$ cat config.mk
export PLATFORM = sky130hd
export DESIGN_NAME = column_accumulator_flat
export DESIGN_NICKNAME = d
export VERILOG_FILES = /design/src/design/sq_arith_pkg.sv /design/src/design/pp_if.sv /design/src/design/column_accumulator.sv /design/src/flat_wrapper.sv
export SDC_FILE = /design/constraint.sdc
export NUM_CORES = 2
export LEC_CHECK = 0
export ABC_AREA = 1
export BUFFER_PORTS_ARGS = -buffer_cell sky130_fd_sc_hd__buf_2
export CAP_MARGIN = 20
export CELL_PAD_IN_SITES_DETAIL_PLACEMENT = 0
export CELL_PAD_IN_SITES_GLOBAL_PLACEMENT = 2
export CORE_MARGIN = 8
export CORE_UTILIZATION = 38
export DETAILED_ROUTE_END_ITERATION = 10
export HOLD_SLACK_MARGIN = 0.1
export PLACE_DENSITY_LB_ADDON = 0.1
export SETUP_SLACK_MARGIN = 0.05
export SLEW_MARGIN = 20
export SYNTH_ARGS = -nofsm -noshare
export SYNTH_HDL_FRONTEND = slang
export SYNTH_SLANG_ARGS = --single-unit
$ cat constraint.sdc
create_clock -name clk -period 10.5 [get_ports clk]
set_clock_uncertainty 0.15 [all_clocks]
set_input_delay 1.575 -clock clk [delete_from_list [all_inputs] [get_ports clk]]
set_output_delay 1.575 -clock clk [all_outputs]
set_load 0.1 [all_outputs]
$ cat src/design/sq_arith_pkg.sv
/*
 * Number format of the redundant squarer.
 * Holds the default operand shape, the widths derived from it and the
 * coefficient and column types shared by the datapath and the testbench.
 * The top level takes its parameter defaults from here.
 */
package sq_arith_pkg;

   // Default operand shape
   localparam int WORD_LEN              = 16;
   localparam int BIT_LEN               = 17;
   localparam int NONREDUNDANT_ELEMENTS = 4;
   localparam int REDUNDANT_ELEMENTS    = 1;
   localparam int NUM_SEGMENTS          = 2;

   localparam int NUM_ELEMENTS     = NONREDUNDANT_ELEMENTS + REDUNDANT_ELEMENTS;
   localparam int SEGMENT_ELEMENTS = NONREDUNDANT_ELEMENTS / NUM_SEGMENTS;
   // Top segment carries the redundant extension
   localparam int MUL_ELEMENTS     = SEGMENT_ELEMENTS + REDUNDANT_ELEMENTS;
   localparam int PP_COLUMNS       = 2 * MUL_ELEMENTS - 1;
   localparam int PROD_ELEMENTS    = 2 * NUM_ELEMENTS;

   // Coefficient product, sum of up to MUL_ELEMENTS of them, then doubled
   localparam int PP_BIT_LEN  = 2 * BIT_LEN + $clog2(MUL_ELEMENTS) + 1;
   // Column holds a word plus the high part of the column below, over all products
   localparam int ACC_BIT_LEN = PP_BIT_LEN - WORD_LEN + 1 +
                                $clog2(NUM_SEGMENTS * NUM_SEGMENTS);

   typedef logic [BIT_LEN-1:0] coeff_t;

   // Same coefficient seen as a whole or as carry bits above a word
   typedef union packed {
      coeff_t value;
      struct packed {
         logic [BIT_LEN-WORD_LEN-1:0] carry;
         logic [WORD_LEN-1:0]         word;
      } part;
   } coeff_u;

   typedef logic [PP_BIT_LEN-1:0]  pp_col_t;
   typedef logic [ACC_BIT_LEN-1:0] acc_col_t;

endpackage

$ cat src/design/pp_if.sv
/*
 * Segment product bus from the multiplier to the column accumulator.
 * One product per valid cycle, no back-pressure.
 */
`timescale 1ns/1ps

interface pp_if
   import sq_arith_pkg::*;
#(
   parameter int COLUMNS     = sq_arith_pkg::PP_COLUMNS,
   parameter int OFFSET_BITS = $clog2(sq_arith_pkg::PROD_ELEMENTS)
);

   logic                   pp_valid;
   pp_col_t                pp_cols [COLUMNS];
   // Output column of pp_cols[0]
   logic [OFFSET_BITS-1:0] pp_offset;
   logic                   pp_first;
   logic                   pp_last;

   modport producer (output pp_valid, pp_cols, pp_offset, pp_first, pp_last);
   modport consumer (input pp_valid, pp_cols, pp_offset, pp_first, pp_last);

endinterface

$ cat src/design/column_accumulator.sv
/*
 * Column accumulator of the squarer.
 * Adds each segment product into the product columns at its offset.
 * The low word of a product column lands in its own column, the bits above
 * it in the next one. After the last product the columns are partially
 * reduced into out_data, which then holds until the next result.
 */
`timescale 1ns/1ps

module column_accumulator
   import sq_arith_pkg::*;
#(
   parameter int  WORD_LEN              = sq_arith_pkg::WORD_LEN,
   parameter int  BIT_LEN               = sq_arith_pkg::BIT_LEN,
   parameter int  NONREDUNDANT_ELEMENTS = sq_arith_pkg::NONREDUNDANT_ELEMENTS,
   parameter int  REDUNDANT_ELEMENTS    = sq_arith_pkg::REDUNDANT_ELEMENTS,
   parameter int  NUM_SEGMENTS          = sq_arith_pkg::NUM_SEGMENTS,
   localparam int NUM_ELEMENTS          = NONREDUNDANT_ELEMENTS + REDUNDANT_ELEMENTS,
   localparam int PROD_ELEMENTS         = 2 * NUM_ELEMENTS
)(
   input  logic    clk,
   pp_if.consumer  pp,
   output coeff_t  out_data [PROD_ELEMENTS]
);

   localparam int SEGMENT_ELEMENTS = NONREDUNDANT_ELEMENTS / NUM_SEGMENTS;
   localparam int MUL_ELEMENTS     = SEGMENT_ELEMENTS + REDUNDANT_ELEMENTS;
   localparam int PP_COLUMNS       = 2 * MUL_ELEMENTS - 1;

   acc_col_t acc [PROD_ELEMENTS];
   acc_col_t acc_next [PROD_ELEMENTS];
   coeff_u   red [PROD_ELEMENTS];
   logic     reduce_pending;

   // Running sum, low word and high part from below, through one 3:2 stage
   always_comb begin
      acc_col_t base;
      acc_col_t lo;
      acc_col_t hi;
      acc_col_t s;
      acc_col_t c;
      int       d;
      for (int k = 0; k < PROD_ELEMENTS; k++) begin
         d    = k - int'(pp.pp_offset);
         base = pp.pp_first ? '0 : acc[k];
         lo   = '0;
         hi   = '0;
         if (d >= 0 && d < PP_COLUMNS) begin
            lo = acc_col_t'(pp.pp_cols[d][WORD_LEN-1:0]);
         end
         if (d >= 1 && d <= PP_COLUMNS) begin
            hi = acc_col_t'(pp.pp_cols[d-1][PP_BIT_LEN-1:WORD_LEN]);
         end
         s = base ^ lo ^ hi;
         c = ((base & lo) | (base & hi) | (lo & hi)) << 1;
         acc_next[k] = s + c;
      end
   end

   // Low word of each column plus the carry bits of the column below
   always_comb begin
      for (int k = 0; k < PROD_ELEMENTS; k++) begin
         red[k].value = acc[k][BIT_LEN-1:0];
         // top coefficient keeps its whole value
         if (k < PROD_ELEMENTS - 1) begin
            red[k].part.carry = '0;
         end
         if (k > 0) begin
            red[k].value = red[k].value + coeff_t'(acc[k-1][ACC_BIT_LEN-1:WORD_LEN]);
         end
      end
   end

   always_ff @(posedge clk) begin
      reduce_pending <= pp.pp_valid && pp.pp_last;
      if (pp.pp_valid) begin
         acc <= acc_next;
      end
      if (reduce_pending) begin
         for (int k = 0; k < PROD_ELEMENTS; k++) begin
            out_data[k] <= red[k].value;
         end
      end
   end

endmodule

$ cat src/flat_wrapper.sv
// flat-port wrapper written by rule: the top's interface ports become plain ports
module column_accumulator_flat import sq_arith_pkg::*;
#(
   parameter int  WORD_LEN              = sq_arith_pkg::WORD_LEN,
   parameter int  BIT_LEN               = sq_arith_pkg::BIT_LEN,
   parameter int  NONREDUNDANT_ELEMENTS = sq_arith_pkg::NONREDUNDANT_ELEMENTS,
   parameter int  REDUNDANT_ELEMENTS    = sq_arith_pkg::REDUNDANT_ELEMENTS,
   parameter int  NUM_SEGMENTS          = sq_arith_pkg::NUM_SEGMENTS,
   localparam int NUM_ELEMENTS          = NONREDUNDANT_ELEMENTS + REDUNDANT_ELEMENTS,
   localparam int PROD_ELEMENTS         = 2 * NUM_ELEMENTS
)
  (clk, out_data, pp_pp_valid, pp_pp_cols, pp_pp_offset, pp_pp_first, pp_pp_last);
  pp_if pp_i ();
  input  logic clk;
  output coeff_t out_data[PROD_ELEMENTS];
  input wire logic [$bits(pp_i.pp_valid)-1:0] pp_pp_valid;
  input wire logic [$bits(pp_i.pp_cols)-1:0] pp_pp_cols;
  input wire logic [$bits(pp_i.pp_offset)-1:0] pp_pp_offset;
  input wire logic [$bits(pp_i.pp_first)-1:0] pp_pp_first;
  input wire logic [$bits(pp_i.pp_last)-1:0] pp_pp_last;
  assign pp_i.pp_valid = pp_pp_valid;
  assign pp_i.pp_cols = {>>{pp_pp_cols}};
  assign pp_i.pp_offset = pp_pp_offset;
  assign pp_i.pp_first = pp_pp_first;
  assign pp_i.pp_last = pp_pp_last;
  column_accumulator #(.WORD_LEN(WORD_LEN), .BIT_LEN(BIT_LEN), .NONREDUNDANT_ELEMENTS(NONREDUNDANT_ELEMENTS), .REDUNDANT_ELEMENTS(REDUNDANT_ELEMENTS), .NUM_SEGMENTS(NUM_SEGMENTS)) u_core (.clk(clk), .pp(pp_i), .out_data(out_data));
endmodule
==> flow_metrics.py <==
metrics = {
    "sta": {
        "finalMaxSlewViolations": 0,
        "worst_slew_pin_slew_ns": 1.27,
        "post-route-period-util_pct": 72.5,
        "setup_tns_ns": 0,
        "slew_headroom_pct": 14.8,
        "rsz0062_at_grt": "no",
        "setup_viol": 0,
        "hold_violations": 0,
        "hold_ws_ns": 0.300,
        "fmax_ghz": 0.131,
        "fin_crit_ns": 7.62,
    },
    "detailed_routing": {
        "routed_via_density": 5.18,
        "detail_route.first_pass.iterations": 8,
        "ant_nets": 0,
        "wl_met1_mm": 98.0,
        "top_layer": "met5",
        "wl_met3_mm": 18.1,
        "initialDrtViolationCount": 4838,
        "wirelength_mm": 210,
        "wl_met2_mm": 87.3,
        "routed-via-count": 46100,
        "routedWlPerCell_um": 23.6,
        "drc": 0,
    },
    "critical_path": {
        "arrival_ns": 7.89,
        "end_kind": "flip-flop",
        "crit_type": "in -> reg",
        "startpoint": "pp_pp_offset[0]",
        "critical_path.slowest_cell": "nor3_1",
        "worstPathCellList": "buf_6 -> inv_4 -> ha_2 -> buf_4 -> inv_2 -> buf_4 -> o21ai_1 -> nor2_1 -> nor3_1 -> ha_1 -> ha_1 -> nand2_1 -> nor2_1 -> and2_1 -> nand4_1 -> nand4_1 -> nand2_1",
        "start_kind": "input port",
        "r2r_start": "u_core.acc[121]$_DFFE_PP_",
        "worstPathMaxFanout": 87,
        "slowest_delay_ns": 0.68,
        "cp.required_ns": 10.78,
        "ff2ff_setup_slack_ns": 7.08,
    },
    "power": {
        "power_switching_uw": 3380,
        "vdd_drop_max_mv": 0.133,
        "switching_share_pct": 46.0,
        "power.share.clock_pct": 25.6,
        "finalPower_uw": 7340,
        "p_int_uw": 3960,
        "seqPwrFrac_pct": 31.9,
        "leakagePower_uw": 0.0271,
        "pwr-share-comb_pct": 42.4,
        "power.density_nw_per_um2": 143,
    },
    "yosys": {
        "yosys.area.top_type": "edfxtp_1",
        "synth_edf_count": 402,
        "yosys_warnings": 0,
        "yosysSeqAreaShare_pct": 26.1,
        "synth_area_per_cell_um2": 6.67,
        "postSynthRegisterBits": 403,
        "ys_types": 49,
        "async_flop_share_pct": 0,
        "synth_flop_cell": "edfxtp_1",
        "synth_area_um2": 46300,
        "synth.area.top_cells": "edfxtp_1 (26%), nand2_1 (18%), inv_1 (9.5%), ha_1 (9.0%), fa_1 (7.7%)",
        "synth_top_area_share_pct": 26.1,
        "synthesis.instances": 6943,
    },
    "floorplanning": {
        "rows": 128,
        "initial_core_util_pct": 38.2,
        "die_y_um": 365,
        "ios": 363,
        "core-area_um2": 121000,
        "dieWidth_um": 365,
        "dieArea_um2": 133000,
    },
    "global_route": {
        "grt_pass1_wl_mm": 299,
        "grt_max_degree": 110,
        "grt_overflow": 0,
        "antenna_found_initial": 24,
        "grt_pass1_vias": 43000,
        "grt_util_all_layers_pct": 30.5,
    },
    "hold_path": {
        "hold_class": "reg -> reg",
        "hp-start": "u_core.acc[226]$_DFFE_PP_",
    },
    "finish": {
        "drive_above_1_share_pct": 7.37,
        "final_common_cell": "nand2_1",
        "nets": 7929,
        "fin_area_um2": 51300,
        "syn2layout_area_growth_pct": 10.7,
        "final_cell_mix": "nand2_1 (2253), inv_1 (1172), nor2_1 (649)",
    },
    "clocking": {
        "cts_tree": "yes",
        "cts_setup_buffers": 0,
        "hold_buffers": 0,
        "cts_resized": 0,
        "clockBufferDepth": 3,
        "path_clk_slew_ns": 0.06,
        "h-tree-depth": 2,
        "clock_latency_ns": 0.67,
        "root_buffer": "clkbuf_16",
        "clock_sinks": 403,
        "numCtsBuffers": 56,
    },
    "flow_run": {
        "cap_violations": 0,
    },
    "placed_design": {
        "gp_congestion": 0.985,
        "place_hpwl_mm": 175,
        "place_area_um2": 49600,
        "portBuffers": 361,
    },
    "status": {
        "status": "finished clean",
    },
}
## sequential cells by signal, summed over array words and instances, names as in the netlist
| register | cells |
|---|---|
| u_core.acc | 233 |
| u_core.out_data | 169 |
| u_core.reduce_pending | 1 |
## per-stage QoR
step	worst slack [ns]	util, %	std cells
4_1_cts	3.14	42.2	8892
6_report	2.88	42.3	8900
3_5_place_dp	2.43	40.8	8790
2_1_floorplan	4.67	-	6963
3_3_place_gp	2.38	40.8	8790
5_1_grt	2.70	42.3	8894
## worst max-delay path: cells and delay by family
kind	cells	cell delay, ns
AO/OA/AOI/OAI	1	0.67
adder cells (fa/ha/maj)	3	1.24
buffers and inverters	5	2.38
AND/OR/NAND/NOR	8	1.81
## layer usage
metal  vias to the layer above  global-route usage, %
met2                      1796                   45.5
met1                     21500                   44.7
met4                        14                   8.17
li1                      22500                      -
met3                       260                   5.93
met5                         -                      0
## power groups by stage
stage | Combinational (uW) | Clock (uW) | Sequential [uW]
floorplan | 1640 | 0 | 2760
global placement | 3070 | 0 | 2370
detailed placement | 3070 | 0 | 2380
CTS | 3080 | 1930 | 2350
global route | 3380 | 1980 | 2360
finish | 3110 | 1880 | 2340
## cells in the mapped netlist (2+ instances only)
cell and instances:
nand2_1 2253, inv_1 1173, nor2_1 650, nand3_1 409
edfxtp_1 402, ha_1 333, o21ai_0 319, a21oi_1 274
fa_1 179, o21ai_1 178, xor2_1 162, nand4_1 91
clkbuf_1 79, nor3_1 56, xnor2_1 49, buf_2 45
or2_1 29, buf_1 27, o211ai_1 27, and2_1 26
nand3b_1 23, buf_4 22, inv_2 19, buf_6 17
o21bai_1 13, a21o_1 11, o31ai_1 10, o21a_1 8
a21oi_2 7, o211ai_2 6, mux2i_1 5, or2_2 5
nand2_2 4, a21boi_0 3, nor2_2 3, nor3_2 3
nor4_1 3, o21ai_2 3, a211oi_1 2, conb_1 2
inv_4 2, nand2_4 2, nor2_4 2, o21ai_4 2
## path summary, 6_finish.rpt
path	to	depth (start not counted)
max	u_core.acc[211]$_DFFE_PP_	17
min	u_core.out_data[163]$_DFFE_PP_	0
max reg2reg	u_core.acc[137]$_DFFE_PP_	14
min reg2reg	u_core.out_data[163]$_DFFE_PP_	0
## kinds of logic after synthesis
| family | Yosys count | synth area share, % |
|---|---|---|
| buffers and inverters | 1385 | 11.8 |
| AO/OA/AOI/OAI | 864 | 9.96 |
| multiplexers | 5 | 0.108 |
| adder cells (fa/ha/maj) | 512 | 16.7 |
| XOR/XNOR | 211 | 3.99 |
| flip-flops | 403 | 26.1 |
| AND/OR/NAND/NOR | 3561 | 31.3 |
| other | 2 | 0.0162 |
## layout make-up
cell class | count | area, um2
Clock inverter | 32 | 246
Antenna cell | 7 | 17.5
Clock buffer | 70 | 1480
Inverter | 1195 | 4490
Tap cell | 1625 | 2030
Fill cell | 13200 | 70100
Sequential cell | 403 | 12100
Timing Repair Buffer | 393 | 2090
Multi-Input combinational cell | 5175 | 28900
Power figures use the tool's default switching activity.
