==> config.mk <==
export PLATFORM = sky130hd
export DESIGN_NAME = square_sequencer
export DESIGN_NICKNAME = d
export VERILOG_FILES = /design/src/design/sq_sched_pkg.sv /design/src/design/square_sequencer.sv
export SDC_FILE = /design/constraint.sdc
export NUM_CORES = 1
export LEC_CHECK = 0
export BUFFER_PORTS_ARGS = -buffer_cell sky130_fd_sc_hd__buf_2
export CAP_MARGIN = 20
export CORE_AREA = 2 2 39 41
export DETAILED_ROUTE_END_ITERATION = 7
export DIE_AREA = 0 0 41 43
export PLACE_DENSITY = 0.52
export SYNTH_ARGS = -nofsm -noshare
export SYNTH_HDL_FRONTEND = slang
export SYNTH_SLANG_ARGS = --single-unit
export TNS_END_PERCENT = 20
==> constraint.sdc <==
create_clock -name clk -period 1.5 [get_ports clk]
set_input_delay 0.3 -clock clk [delete_from_list [all_inputs] [get_ports clk]]
set_output_delay 0.3 -clock clk [all_outputs]
set_load 0.03 [all_outputs]
==> src/design/sq_sched_pkg.sv <==
/*
 * Segment schedule of the squarer.
 * Lists the segment pairs in issue order, which of them are doubled,
 * the sequencer states and the drain latency after the last issue.
 */
package sq_sched_pkg;

   typedef enum logic [1:0] {
      IDLE,
      ISSUE,
      DRAIN,
      HOLD
   } seq_state_t;

   localparam int NUM_PRODUCTS = 3;

   typedef logic [0:0] seg_sel_t;
   typedef logic [$clog2(NUM_PRODUCTS)-1:0] prod_cnt_t;

   // Bit i belongs to product i: (0,0), (1,0), (1,1)
   localparam logic [NUM_PRODUCTS-1:0] PAIR_A = 3'b110;
   localparam logic [NUM_PRODUCTS-1:0] PAIR_B = 3'b100;

   // Off-diagonal pair counts twice
   localparam logic [NUM_PRODUCTS-1:0] PAIR_DOUBLE = 3'b010;

   // Multiplier register plus accumulator register
   localparam int DRAIN_CYCLES = 2;

endpackage

==> src/design/square_sequencer.sv <==
/*
 * Control of the squarer.
 * Accepts an operand in IDLE, issues the segment pairs one per cycle,
 * waits for the pipeline to drain and holds the result until it is taken.
 */
`timescale 1ns/1ps

module square_sequencer
   import sq_sched_pkg::*;
(
   input  logic     clk,
   input  logic     reset,
   input  logic     in_valid,
   output logic     in_ready,
   output logic     out_valid,
   input  logic     out_ready,
   output logic     load,
   output logic     issue,
   output seg_sel_t a_sel,
   output seg_sel_t b_sel,
   output logic     double,
   output logic     first,
   output logic     last
);

   seq_state_t state;
   seq_state_t state_next;
   // Pair index while issuing, drain cycle while draining
   prod_cnt_t  cnt;
   prod_cnt_t  cnt_next;

   assign in_ready  = (state == IDLE);
   assign out_valid = (state == HOLD);
   assign load      = in_valid && in_ready;
   assign issue     = (state == ISSUE);

   assign a_sel  = seg_sel_t'(PAIR_A[cnt]);
   assign b_sel  = seg_sel_t'(PAIR_B[cnt]);
   assign double = PAIR_DOUBLE[cnt];
   assign first  = issue && (cnt == '0);
   assign last   = issue && (cnt == prod_cnt_t'(NUM_PRODUCTS - 1));

   always_comb begin
      state_next = state;
      cnt_next   = cnt;
      case (state)
         IDLE: begin
            if (load) begin
               state_next = ISSUE;
               cnt_next   = '0;
            end
         end
         ISSUE: begin
            if (last) begin
               state_next = DRAIN;
               cnt_next   = '0;
            end
            else begin
               cnt_next = cnt + 1'b1;
            end
         end
         DRAIN: begin
            if (cnt == prod_cnt_t'(DRAIN_CYCLES - 1)) begin
               state_next = HOLD;
            end
            else begin
               cnt_next = cnt + 1'b1;
            end
         end
         HOLD: begin
            // Result leaves on the out_ready transfer
            if (out_ready) begin
               state_next = IDLE;
            end
         end
         default: begin
            state_next = IDLE;
         end
      endcase
   end

   always_ff @(posedge clk) begin
      if (reset) begin
         state <= IDLE;
         cnt   <= '0;
      end
      else begin
         state <= state_next;
         cnt   <= cnt_next;
      end
   end

endmodule

==> results.tsv, run 1 <==
metric	value	unit
CTS sink count	4	
max_slew headroom	81.3	%
Antenna Cells	0	
Final WS setup	0.0562	ns
asr flop ratio synth	0	%
combinational power share	71.0	%
Remaining DRCs	0	
Post-Place Cells	68	
largest net degree at the start of global routing	9	
CTS tree	built	
routed via count	311	
Non-Filler Instances	72	
DP Area	453	um2
Clock Power Share	12.3	%
Util after Layout	37.6	%
Pins Over Slew Limit	0	
Tcrit/Tclk final	96.3	%
Final min period	1.44	ns
layout cells sized above 1	48.2	%
H-tree levels	1	
Starting Density	26.4	%
CP max FO	4	
DRT iter0 DRCs	0	
initial antenna violation count	0	
Seq pwr share	16.7	%
die area	1760	um2
top post-synthesis cells by count	ha_1 (7), nand2_1 (6), inv_1 (5)	
critical path type	flop to output pin	
largest area contributor in the netlist	ha_1	
Ys Warns	0	
Yosys cell types	14	
post-synthesis sequential area ratio	21.9	%
Placer Congestion	0.609	
outcome	completed	
Synth top area share	24.0	%
Reg2Reg Setup Slack	0.13	ns
CP max-delay cell	dfxtp_4	
Yosys reg bits	4	
PD cells	1980	nW/um2
DRT antenna net count	0	
post-DP HPWL	609	um
max cap viols	0	
Hold Path Class	primary input to flop	
fmax	693	MHz
area delta synth->final	42.5	%
arrival time worst endpoint	1.14	ns
leakage	0.234	nW
Req. time, crit path	1.20	ns
CP Cell Sequence	inv_1, ha_4, and2_1, buf_4	
CP endpoint kind	output pin	
Min Hold Slack	0.440	ns
GRT Total Usage	8.94	%
Setup Skew	0.000978	ns
vias in the first global route	267	
Post-Route WL	726	um
syn avg cell area	9.37	um2
top post-synthesis cells by area	ha_1 (24%), dfxtp_1 (22%), mux2i_1 (11%), o311ai_4 (7.2%), nand2_1 (6.2%)	
Synth Instances	39	
largest stage delay on the critical path	0.36	ns
vias per cell	4.32	
Synth Flop Type	dfxtp_1	
First-pass DRT Iterations	1	
# IOs	13	
clock transition at the registers of the reported paths	0.03	ns
Nets	69	
Worst Tran Pin Value	0.280	ns
pre-CTS WS	0.133	ns
switching share of power	46.3	%
post-route setup TNS	0	ns
Post-synth EDFFs	0	
Rows	14	
first-pass GRT wire length	1010	um
net load switching power	0.478	mW
GRT overflow	0	
Pint	0.554	mW
Post-Syn Nets	50	
Die Wd	41	um
maximum clock path buffer count	2	
synthesized area	365	um2
Max VDD drop	0.753	mV
unrepaired setup endpoints after global routing	no	
port bufs	12	
CTS Buf Count	3	
Die Y	43	um
Hold Buf Count CTS	0	
most common cell in the synthesized netlist	ha_1	
core area	1380	um2
endpoints failing hold	0	
Clock Latency Late Sink	0.23	ns
Setup Viol. Count Final	0	
WL/cell	10.1	um
total power	1.03	mW
CTS root buf	clkbuf_4	
design area	520	um2
startpoint types	flop	
==> power by group through the flow <==
stage                     Clock (mW)  Sequential [mW]  Combinational, mW
after detailed placement           0            0.159              0.639
after global placement             0            0.156              0.637
after floorplan                    0            0.160              0.500
after global routing           0.136            0.177              0.793
final                          0.127            0.172              0.733
after CTS                      0.136            0.162              0.653
==> sequential cells by signal, indices dropped and copies added, names as in the netlist <==
register and cells:
cnt 2, state 2
==> layout make-up <==
class | instances | area (um2)
Clock buffer | 3 | 22.5
Timing Repair Buffer | 14 | 80.1
Inverter | 6 | 23.8
Tap cell | 16 | 20.0
Sequential cell | 4 | 85.1
Fill cell | 145 | 863
Multi-Input combinational cell | 29 | 289
==> worst paths after layout <==
path / startpoint / end / cells after the start
worst min register to register: cnt[0] / cnt[0] / 2
worst max register to register: state[0] / cnt[0] / 5
worst max-delay path: state[0] / load / 4
worst min-delay path: reset / cnt[0] / 4
==> layer usage <==
layer / track usage (%) / vias to the layer above / part of all wire [%]
met5: 0 / - / 0
met4: 8.00 / 0 / 0
met3: 2.09 / 0 / 6.9
met2: 13.1 / 11 / 48
met1: 10.0 / 134 / 45
li1: - / 166 / -
==> critical path, delay by kind of cell, from the launching register on <==
family | cells | cell delay (ns)
DFF | 1 | 0.36
buffers and inverters | 2 | 0.24
adders and majority gates | 1 | 0.18
and+or+nand+nor | 1 | 0.13
==> timing repair <==
action	CTS	global route
endpoints found under the setup margin	3	3
gates resized for setup	4	8
buffers inserted	0	1
hold endpoints to repair	0	0
==> cell usage in the layout (no fill, tap or decap) <==
| cell type | instances |
|---|---|
| ha_1 | 4 |
| o2111ai_1 | 2 |
| buf_2 | 10 |
| clkbuf_4 | 4 |
| and2_1 | 3 |
| nand2b_1 | 2 |
| inv_1 | 4 |
| dfxtp_4 | 1 |
| inv_2 | 1 |
| dfxtp_1 | 2 |
| ha_2 | 1 |
| buf_4 | 3 |
| dfxtp_2 | 1 |
| o311ai_4 | 1 |
| ha_4 | 2 |
| nand2b_2 | 1 |
| clkinv_2 | 1 |
| o2111ai_2 | 1 |
| o21ai_0 | 1 |
| mux2i_1 | 4 |
| and2b_1 | 1 |
| nand2_1 | 6 |
==> cells by family (layout without fill, tap and decap cells) <==
logic type               Yosys count  in the layout  share of synthesized area, %
AND/OR/NAND/NOR                   13             13                          19.2
adder cells (fa/ha/maj)            7              7                          24.0
buffers and inverters              6             23                          6.51
AO/OA/AOI/OAI                      5              5                          17.5
multiplexers                       4              4                          11.0
flip-flops                         4              4                          21.9
(Power assumes the default switching activity.)
==> inputs of run 2 (changes only) <==
--- a/config.mk
+++ b/config.mk
@@ -5,12 +5,13 @@
 export SDC_FILE = /design/constraint.sdc
 export NUM_CORES = 1
 export LEC_CHECK = 0
+export ABC_AREA = 1
 export BUFFER_PORTS_ARGS = -buffer_cell sky130_fd_sc_hd__buf_2
 export CAP_MARGIN = 20
 export CORE_AREA = 2 2 39 41
 export DETAILED_ROUTE_END_ITERATION = 7
 export DIE_AREA = 0 0 41 43
-export PLACE_DENSITY = 0.52
+export PLACE_DENSITY = 0.53
 export SYNTH_ARGS = -nofsm -noshare
 export SYNTH_HDL_FRONTEND = slang
 export SYNTH_SLANG_ARGS = --single-unit
==> run 2 against run 1 <==
Sequential power rose by 9%. Die area did not move. Critical path depth fell by 1. Clock-buffer cell count did not move. Global-route usage rose by 1.1 points. Synthesized cell count rose by 54%. Clock power barely moved. Routed wire length fell by 0.55%. Sequential share of layout area fell by 0.13 points. Combinational power rose by 8.7%. Area after synthesis rose by 2.4%.
==> results.tsv, run 2 <==
metric	value	unit	change
outcome	completed		
GRT Total Usage	10.0	%	+1.1 points
Yosys cell types	11		-3
Synth top area share	23.4	%	-0.56 points
Stages on worst setup path	3		-1
max_slew headroom	87.7	%	+6.4 points
routed via count	360		+16%
startpoint types	flop		
CP delay by family, top	flip-flops		
maximum clock path buffer count	2		unchanged
Yosys reg bits	4		unchanged
Post-Syn Nets	71		+42%
CP max FO	4		unchanged
WL/cell	7.93	um	-21%
simple-gate share of the synthesized area	39.8	%	+21 points
critical path type	flop to output pin		
Post-synth EDFFs	0		unchanged
PD cells	2190	nW/um2	+10%
endpoints failing hold	0		unchanged
asr flop ratio synth	0	%	unchanged
highest-count cells in the layout ignoring fill and taps	nand2_1 (19), buf_2 (11), inv_1 (10), nor2_1 (10)		
clock transition at the registers of the reported paths	0.04	ns	about the same
top post-synthesis cells by area	ha_1 (23%), dfxtp_1 (21%), nand2_1 (19%), inv_1 (11%), nor2_1 (10%)		
Nets	88		+28%
CP max-delay cell	dfxtp_1		
Tcrit/Tclk final	94.8	%	-1.5 points
R2R Path Start	state[0]		
syn avg cell area	6.24	um2	-33%
largest net degree at the start of global routing	7		-2
total power	1.11	mW	+7.9%
fmax	703	MHz	+1.5%
multi-input logic area	269	um2	-6.9%
Hold Path Class	primary input to flop		
Util after Layout	36.8	%	-0.81 points
H-tree levels	1		unchanged
compound-cell area share of the yosys netlist	1.34	%	-16 points
Antenna Cells	0		unchanged
Pins Over Slew Limit	0		unchanged
max cap viols	0		unchanged
CTS sink count	4		unchanged
post-CTS setup buffer count	0		unchanged
Reg2Reg Setup Slack	0.23	ns	+0.10 ns
Req. time, crit path	1.20	ns	about the same
initial antenna violation count	0		unchanged
# IOs	13		unchanged
Die Y	43	um	unchanged
pre-CTS WS	0.206	ns	+0.0730 ns
Ys Warns	0		unchanged
critical path buffer and inverter count	2		unchanged
Remaining DRCs	0		unchanged
post-synthesis sequential area ratio	21.4	%	-0.51 points
Die Wd	41	um	unchanged
DRT iter0 DRCs	0		unchanged
largest stage delay on the critical path	0.35	ns	about the same
first-pass GRT wire length	1170	um	+16%
leakage	0.298	nW	+27%
CP endpoint kind	output pin		
GRT overflow	0		unchanged
Storage cell area	82.6	um2	-2.9%
Worst Tran Pin Value	0.184	ns	-0.0960 ns
Max VDD drop	0.643	mV	-15%
largest area contributor in the netlist	ha_1		
vias per cell	3.96		-8.4%
Placer Congestion	0.697		+14%
worst r2r dst	state[0]		
Filler cells	163		+12%
vias in the first global route	330		+24%
CTS Buf Count	3		unchanged
Rows	14		unchanged
Final WS setup	0.0781	ns	+0.0219 ns
most common cell after layout, fill and taps aside	nand2_1		
port bufs	12		unchanged
Critical Path End	a_sel		
area share of xor/xnor cells in the synthesized design	0	%	unchanged
CP Cell Sequence	inv_2, ha_1, buf_2		
Post-Synth Adder-Cell Area	23.4	%	-0.56 points
largest family of logic cells by synthesized area	simple AND/OR/NAND/NOR gates		
Setup Viol. Count Final	0		unchanged
Synth Instances	60		+54%
arrival time worst endpoint	1.12	ns	-0.02 ns
synthesized area	374	um2	+2.4%
origin of the worst setup path	cnt[0]		
Starting Density	27.0	%	+0.63 points
Synth Flop Type	dfxtp_1		
core area	1380	um2	unchanged
Clock Latency Late Sink	0.23	ns	about the same
layout cells sized above 1	38.7	%	-9.5 points
Setup Skew	0.00229	ns	+0.00131 ns
post-DP HPWL	601	um	-1.3%
most common cell in the synthesized netlist	nand2_1		
multiplexer area fraction after synthesis	0	%	-11 points
area delta synth->final	36.1	%	
First-pass DRT Iterations	1		unchanged
Min Hold Slack	0.323	ns	-0.117 ns
die area	1760	um2	unchanged
Final min period	1.42	ns	-0.0219 ns
top post-synthesis cells by count	nand2_1 (19), inv_1 (11), nor2_1 (10)		
CTS root buf	clkbuf_4		
reg2reg path depth	8		+3
Post-Route WL	722	um	-0.55%
Top Registers	cnt: 2 flops, state: 2 flops		
CTS tree	built		
DRT antenna net count	0		unchanged
## run 2: cell count changes after synthesis, moves of 2 or more
cell / previous run / this run
inv_1: 5 / 11
nand2b_1: 2 / 0
mux2i_1: 4 / 0
nand2_1: 6 / 19
inv_2: 0 / 3
nor2_1: 0 / 10
and2_1: 3 / 0
o2111ai_1: 2 / 0
nand2_2: 0 / 2
## run 2: worst reg2reg max path, delay by kind of cell, from the launching register on
| family | cells | cell delay [ns] |
|---|---|---|
| buf+inv | 1 | 0.09 |
| flops | 1 | 0.36 |
| fa+ha+maj | 1 | 0.26 |
| simple gates | 6 | 0.44 |
## run 2: worst min path at each step
stage,depth (start not counted),endpoint,startpoint
2_1_floorplan,3,state[1],reset
3_3_place_gp,2,state[0],state[0]
3_5_place_dp,2,state[0],state[0]
4_1_cts,4,state[0],reset
5_1_grt,4,state[1],reset
6_report,4,cnt[1],reset
## run 2: area by class of cell
cell class	count	share of cell area, %
multi-input combinational	42	52.8
sequential	4	16.2
tap	16	3.93
clock buffer	3	4.42
inverter	14	10.3
timing repair buffer	12	12.3
## run 2: power breakdown
part           switching (mW)  total, mW  internal [mW]
logic                   0.509      0.797          0.287
clock network          0.0392      0.128         0.0892
registers              0.0383      0.188          0.150
total                   0.587       1.11          0.526
## run 2: cell families (layout without fill, tap and decap cells)
logic type | after synthesis | after routing
adder cells (fa/ha/maj) | 7 | 7
AO/OA/AOI/OAI | 1 | 1
flip-flops | 4 | 4
buffers and inverters | 14 | 29
AND/OR/NAND/NOR | 34 | 34
## run 2: timing repair
| item | CTS | global route |
|---|---|---|
| gates cloned | 0 | 0 |
| hold buffers | 0 | 0 |
| gates resized for setup | 3 | 6 |
| setup endpoints to repair | 3 | 3 |
## run 2: routing by layer
| layer | up-vias | track usage, % | part of all wire (%) |
|---|---|---|---|
| met3 | 2 | 1.57 | 5.8 |
| li1 | 202 | - | - |
| met5 | - | 0 | 0 |
| met2 | 9 | 15.3 | 46 |
| met1 | 147 | 10.6 | 46 |
| met4 | 0 | 10.0 | 1.4 |
## run 2: per-stage QoR
stage               instances  setup TNS (ns)  cell area [um2]
floorplan                  60               0              374
global placement           88               0              454
detailed placement         88               0              454
CTS                        91               0              482
global route               91        -0.00353              509
finish                     91               0              509
==> inputs of run 3 (changes only) <==
--- a/config.mk
+++ b/config.mk
@@ -12,6 +12,7 @@
 export DETAILED_ROUTE_END_ITERATION = 7
 export DIE_AREA = 0 0 41 43
 export PLACE_DENSITY = 0.53
+export SLEW_MARGIN = 5
 export SYNTH_ARGS = -nofsm -noshare
 export SYNTH_HDL_FRONTEND = slang
 export SYNTH_SLANG_ARGS = --single-unit
==> constraint.sdc (replaced) <==
create_clock -name clk -period 1.5 [get_ports clk]
set_input_delay 0.15 -clock clk [delete_from_list [all_inputs] [get_ports clk]]
set_output_delay 0.15 -clock clk [all_outputs]
set_load 0.03 [all_outputs]
==> run 3 against run 2 <==
Sequential cell count unchanged. Fmax increased by 5.0%. Final area decreased by 6.4%.
==> results.tsv, run 3 (same netlist as run 2, synthesis figures left out) <==
metric	value	unit	change
outcome	completed		
CP endpoint kind	output pin		
first-pass GRT wire length	952	um	-19%
cell mode on critical path	inv_1		
vias per cell	3.78		-4.4%
Die Wd	41	um	unchanged
Antenna Cells	0		unchanged
CTS tree	built		
Starting Density	27.0	%	unchanged
Hold Buf Count CTS	0		unchanged
Die Y	43	um	unchanged
largest net degree at the start of global routing	7		unchanged
area delta synth->final	27.4	%	
Max VDD drop	0.556	mV	-14%
layout cells sized above 1	30.7	%	-8.0 points
CTS Buf Count	3		unchanged
CTS sink count	4		unchanged
Seq pwr share	17.2	%	+0.3 points
post-route setup TNS	0	ns	unchanged
Pins Over Slew Limit	0		unchanged
hold path depth	4		unchanged
fmax	738	MHz	+5.0%
clock transition at the registers of the reported paths	0.03	ns	about the same
Setup Viol. Count Final	0		unchanged
Clock Latency Late Sink	0.23	ns	about the same
Top Registers	cnt: 2 flops, state: 2 flops		
Clock Power Share	12.2	%	+0.7 points
endpoints failing hold	0		unchanged
DRT antenna net count	0		unchanged
Post-Route WL	644	um	-11%
arrival time worst endpoint	1.20	ns	+0.08 ns
Req. time, crit path	1.35	ns	+0.15 ns
DP Area	454	um2	unchanged
initial antenna violation count	0		unchanged
highest-count cells in the layout ignoring fill and taps	nand2_1 (19), buf_2 (12), inv_1 (11), nor2_1 (10), ha_1 (7)		
leakage	0.297	nW	-0.12%
Pint	0.475	mW	-9.8%
max cap viols	0		unchanged
vias in the first global route	275		-17%
post-CTS setup buffer count	0		unchanged
unrepaired setup endpoints after global routing	no		
Filler cells	158		-3.1%
combinational power share	70.6	%	-1.0 points
net load switching power	0.549	mW	-6.5%
Hold Path Class	primary input to flop		
GRT overflow	0		unchanged
Min Hold Slack	0.181	ns	-0.142 ns
Rows	14		unchanged
reg2reg path depth	8		unchanged
maximum clock path buffer count	2		unchanged
largest stage delay on the critical path	0.36	ns	about the same
Nets	88		unchanged
port bufs	12		unchanged
switching share of power	53.6	%	+0.91 points
Worst Tran Pin Value	0.203	ns	+0.0187 ns
First-pass DRT Iterations	2		+1
startpoint types	flop		
Tcrit/Tclk final	90.3	%	-4.5 points
CP max-delay cell	dfxtp_1		
Setup Skew	0.000714	ns	-0.00158 ns
Remaining DRCs	0		unchanged
CP Cell Sequence	inv_1, ha_1, nand2_1, inv_1, buf_2		
Reg2Reg Setup Slack	0.22	ns	about the same
post-cts resize count	0		-3
die area	1760	um2	unchanged
GRT Total Usage	8.43	%	-1.6 points
# IOs	13		unchanged
CP max FO	6		+2
max_slew headroom	86.5	%	-1.2 points
critical path type	flop to output pin		
CTS root buf	clkbuf_4		
core area	1380	um2	unchanged
PD cells	2150	nW/um2	-1.8%
DRT iter0 DRCs	2		+2
Final min period	1.35	ns	-0.0675 ns
most common cell after layout, fill and taps aside	nand2_1		
H-tree levels	1		unchanged
Util after Layout	34.4	%	-2.4 points
routed via count	344		-4.4%
Placer Congestion	0.655		-5.9%
post-DP HPWL	566	um	-5.8%
design area	477	um2	-6.4%
WL/cell	7.08	um	-11%
[run 3: changes by cell type in the layout (fill, tap and decap cells not counted), moves of 2 or more]
cell     previous run  this run
ha_1                4         7
dfxtp_1             2         4
dfxtp_2             2         0
ha_4                2         0
[run 3: area by class of cell]
class	instances	area (um2)	area share [%]
multi-input combinational	42	241	50.7
inverter	14	52.6	11.0
timing repair buffer	12	60.1	12.6
clock buffer	3	22.5	4.72
sequential	4	80.1	16.8
tap	16	20.0	4.20
[run 3: critical path, delay by kind of cell (launching register included)]
| kind | cells | cell delay (ns) |
|---|---|---|
| flops | 1 | 0.36 |
| fa+ha+maj | 1 | 0.25 |
| simple gates | 1 | 0.09 |
| buf+inv | 3 | 0.27 |
[run 3: stage by stage]
stage          power [mW]  std cells  worst slack, ns
2_1_floorplan       0.776         60            0.175
3_5_place_dp        0.910         88            0.211
4_1_cts              1.04         91            0.120
6_report             1.02         91            0.146
5_1_grt              1.14         91           0.0457
3_3_place_gp        0.907         88            0.224
[run 3: routing by layer]
layer	up-vias	routed length (um)	global-route usage, %
met1	132	319	8.65
met3	2	39	1.57
met4	0	10	10.0
met2	9	275	12.2
met5	-	0	0
li1	201	-	-
[run 3: worst paths after layout]
check,start,to
max reg2reg,state[1],state[0]
min reg2reg,state[1],state[1]
max,state[1],first
min,reset,cnt[0]
[run 3: power groups by stage]
stage                     Combinational (mW)  Clock (mW)  Sequential [mW]
after detailed placement               0.733           0            0.177
after floorplan                        0.604           0            0.172
after global placement                 0.730           0            0.177
after CTS                              0.735       0.134            0.176
after global routing                   0.824       0.139            0.181
final                                  0.723       0.125            0.176
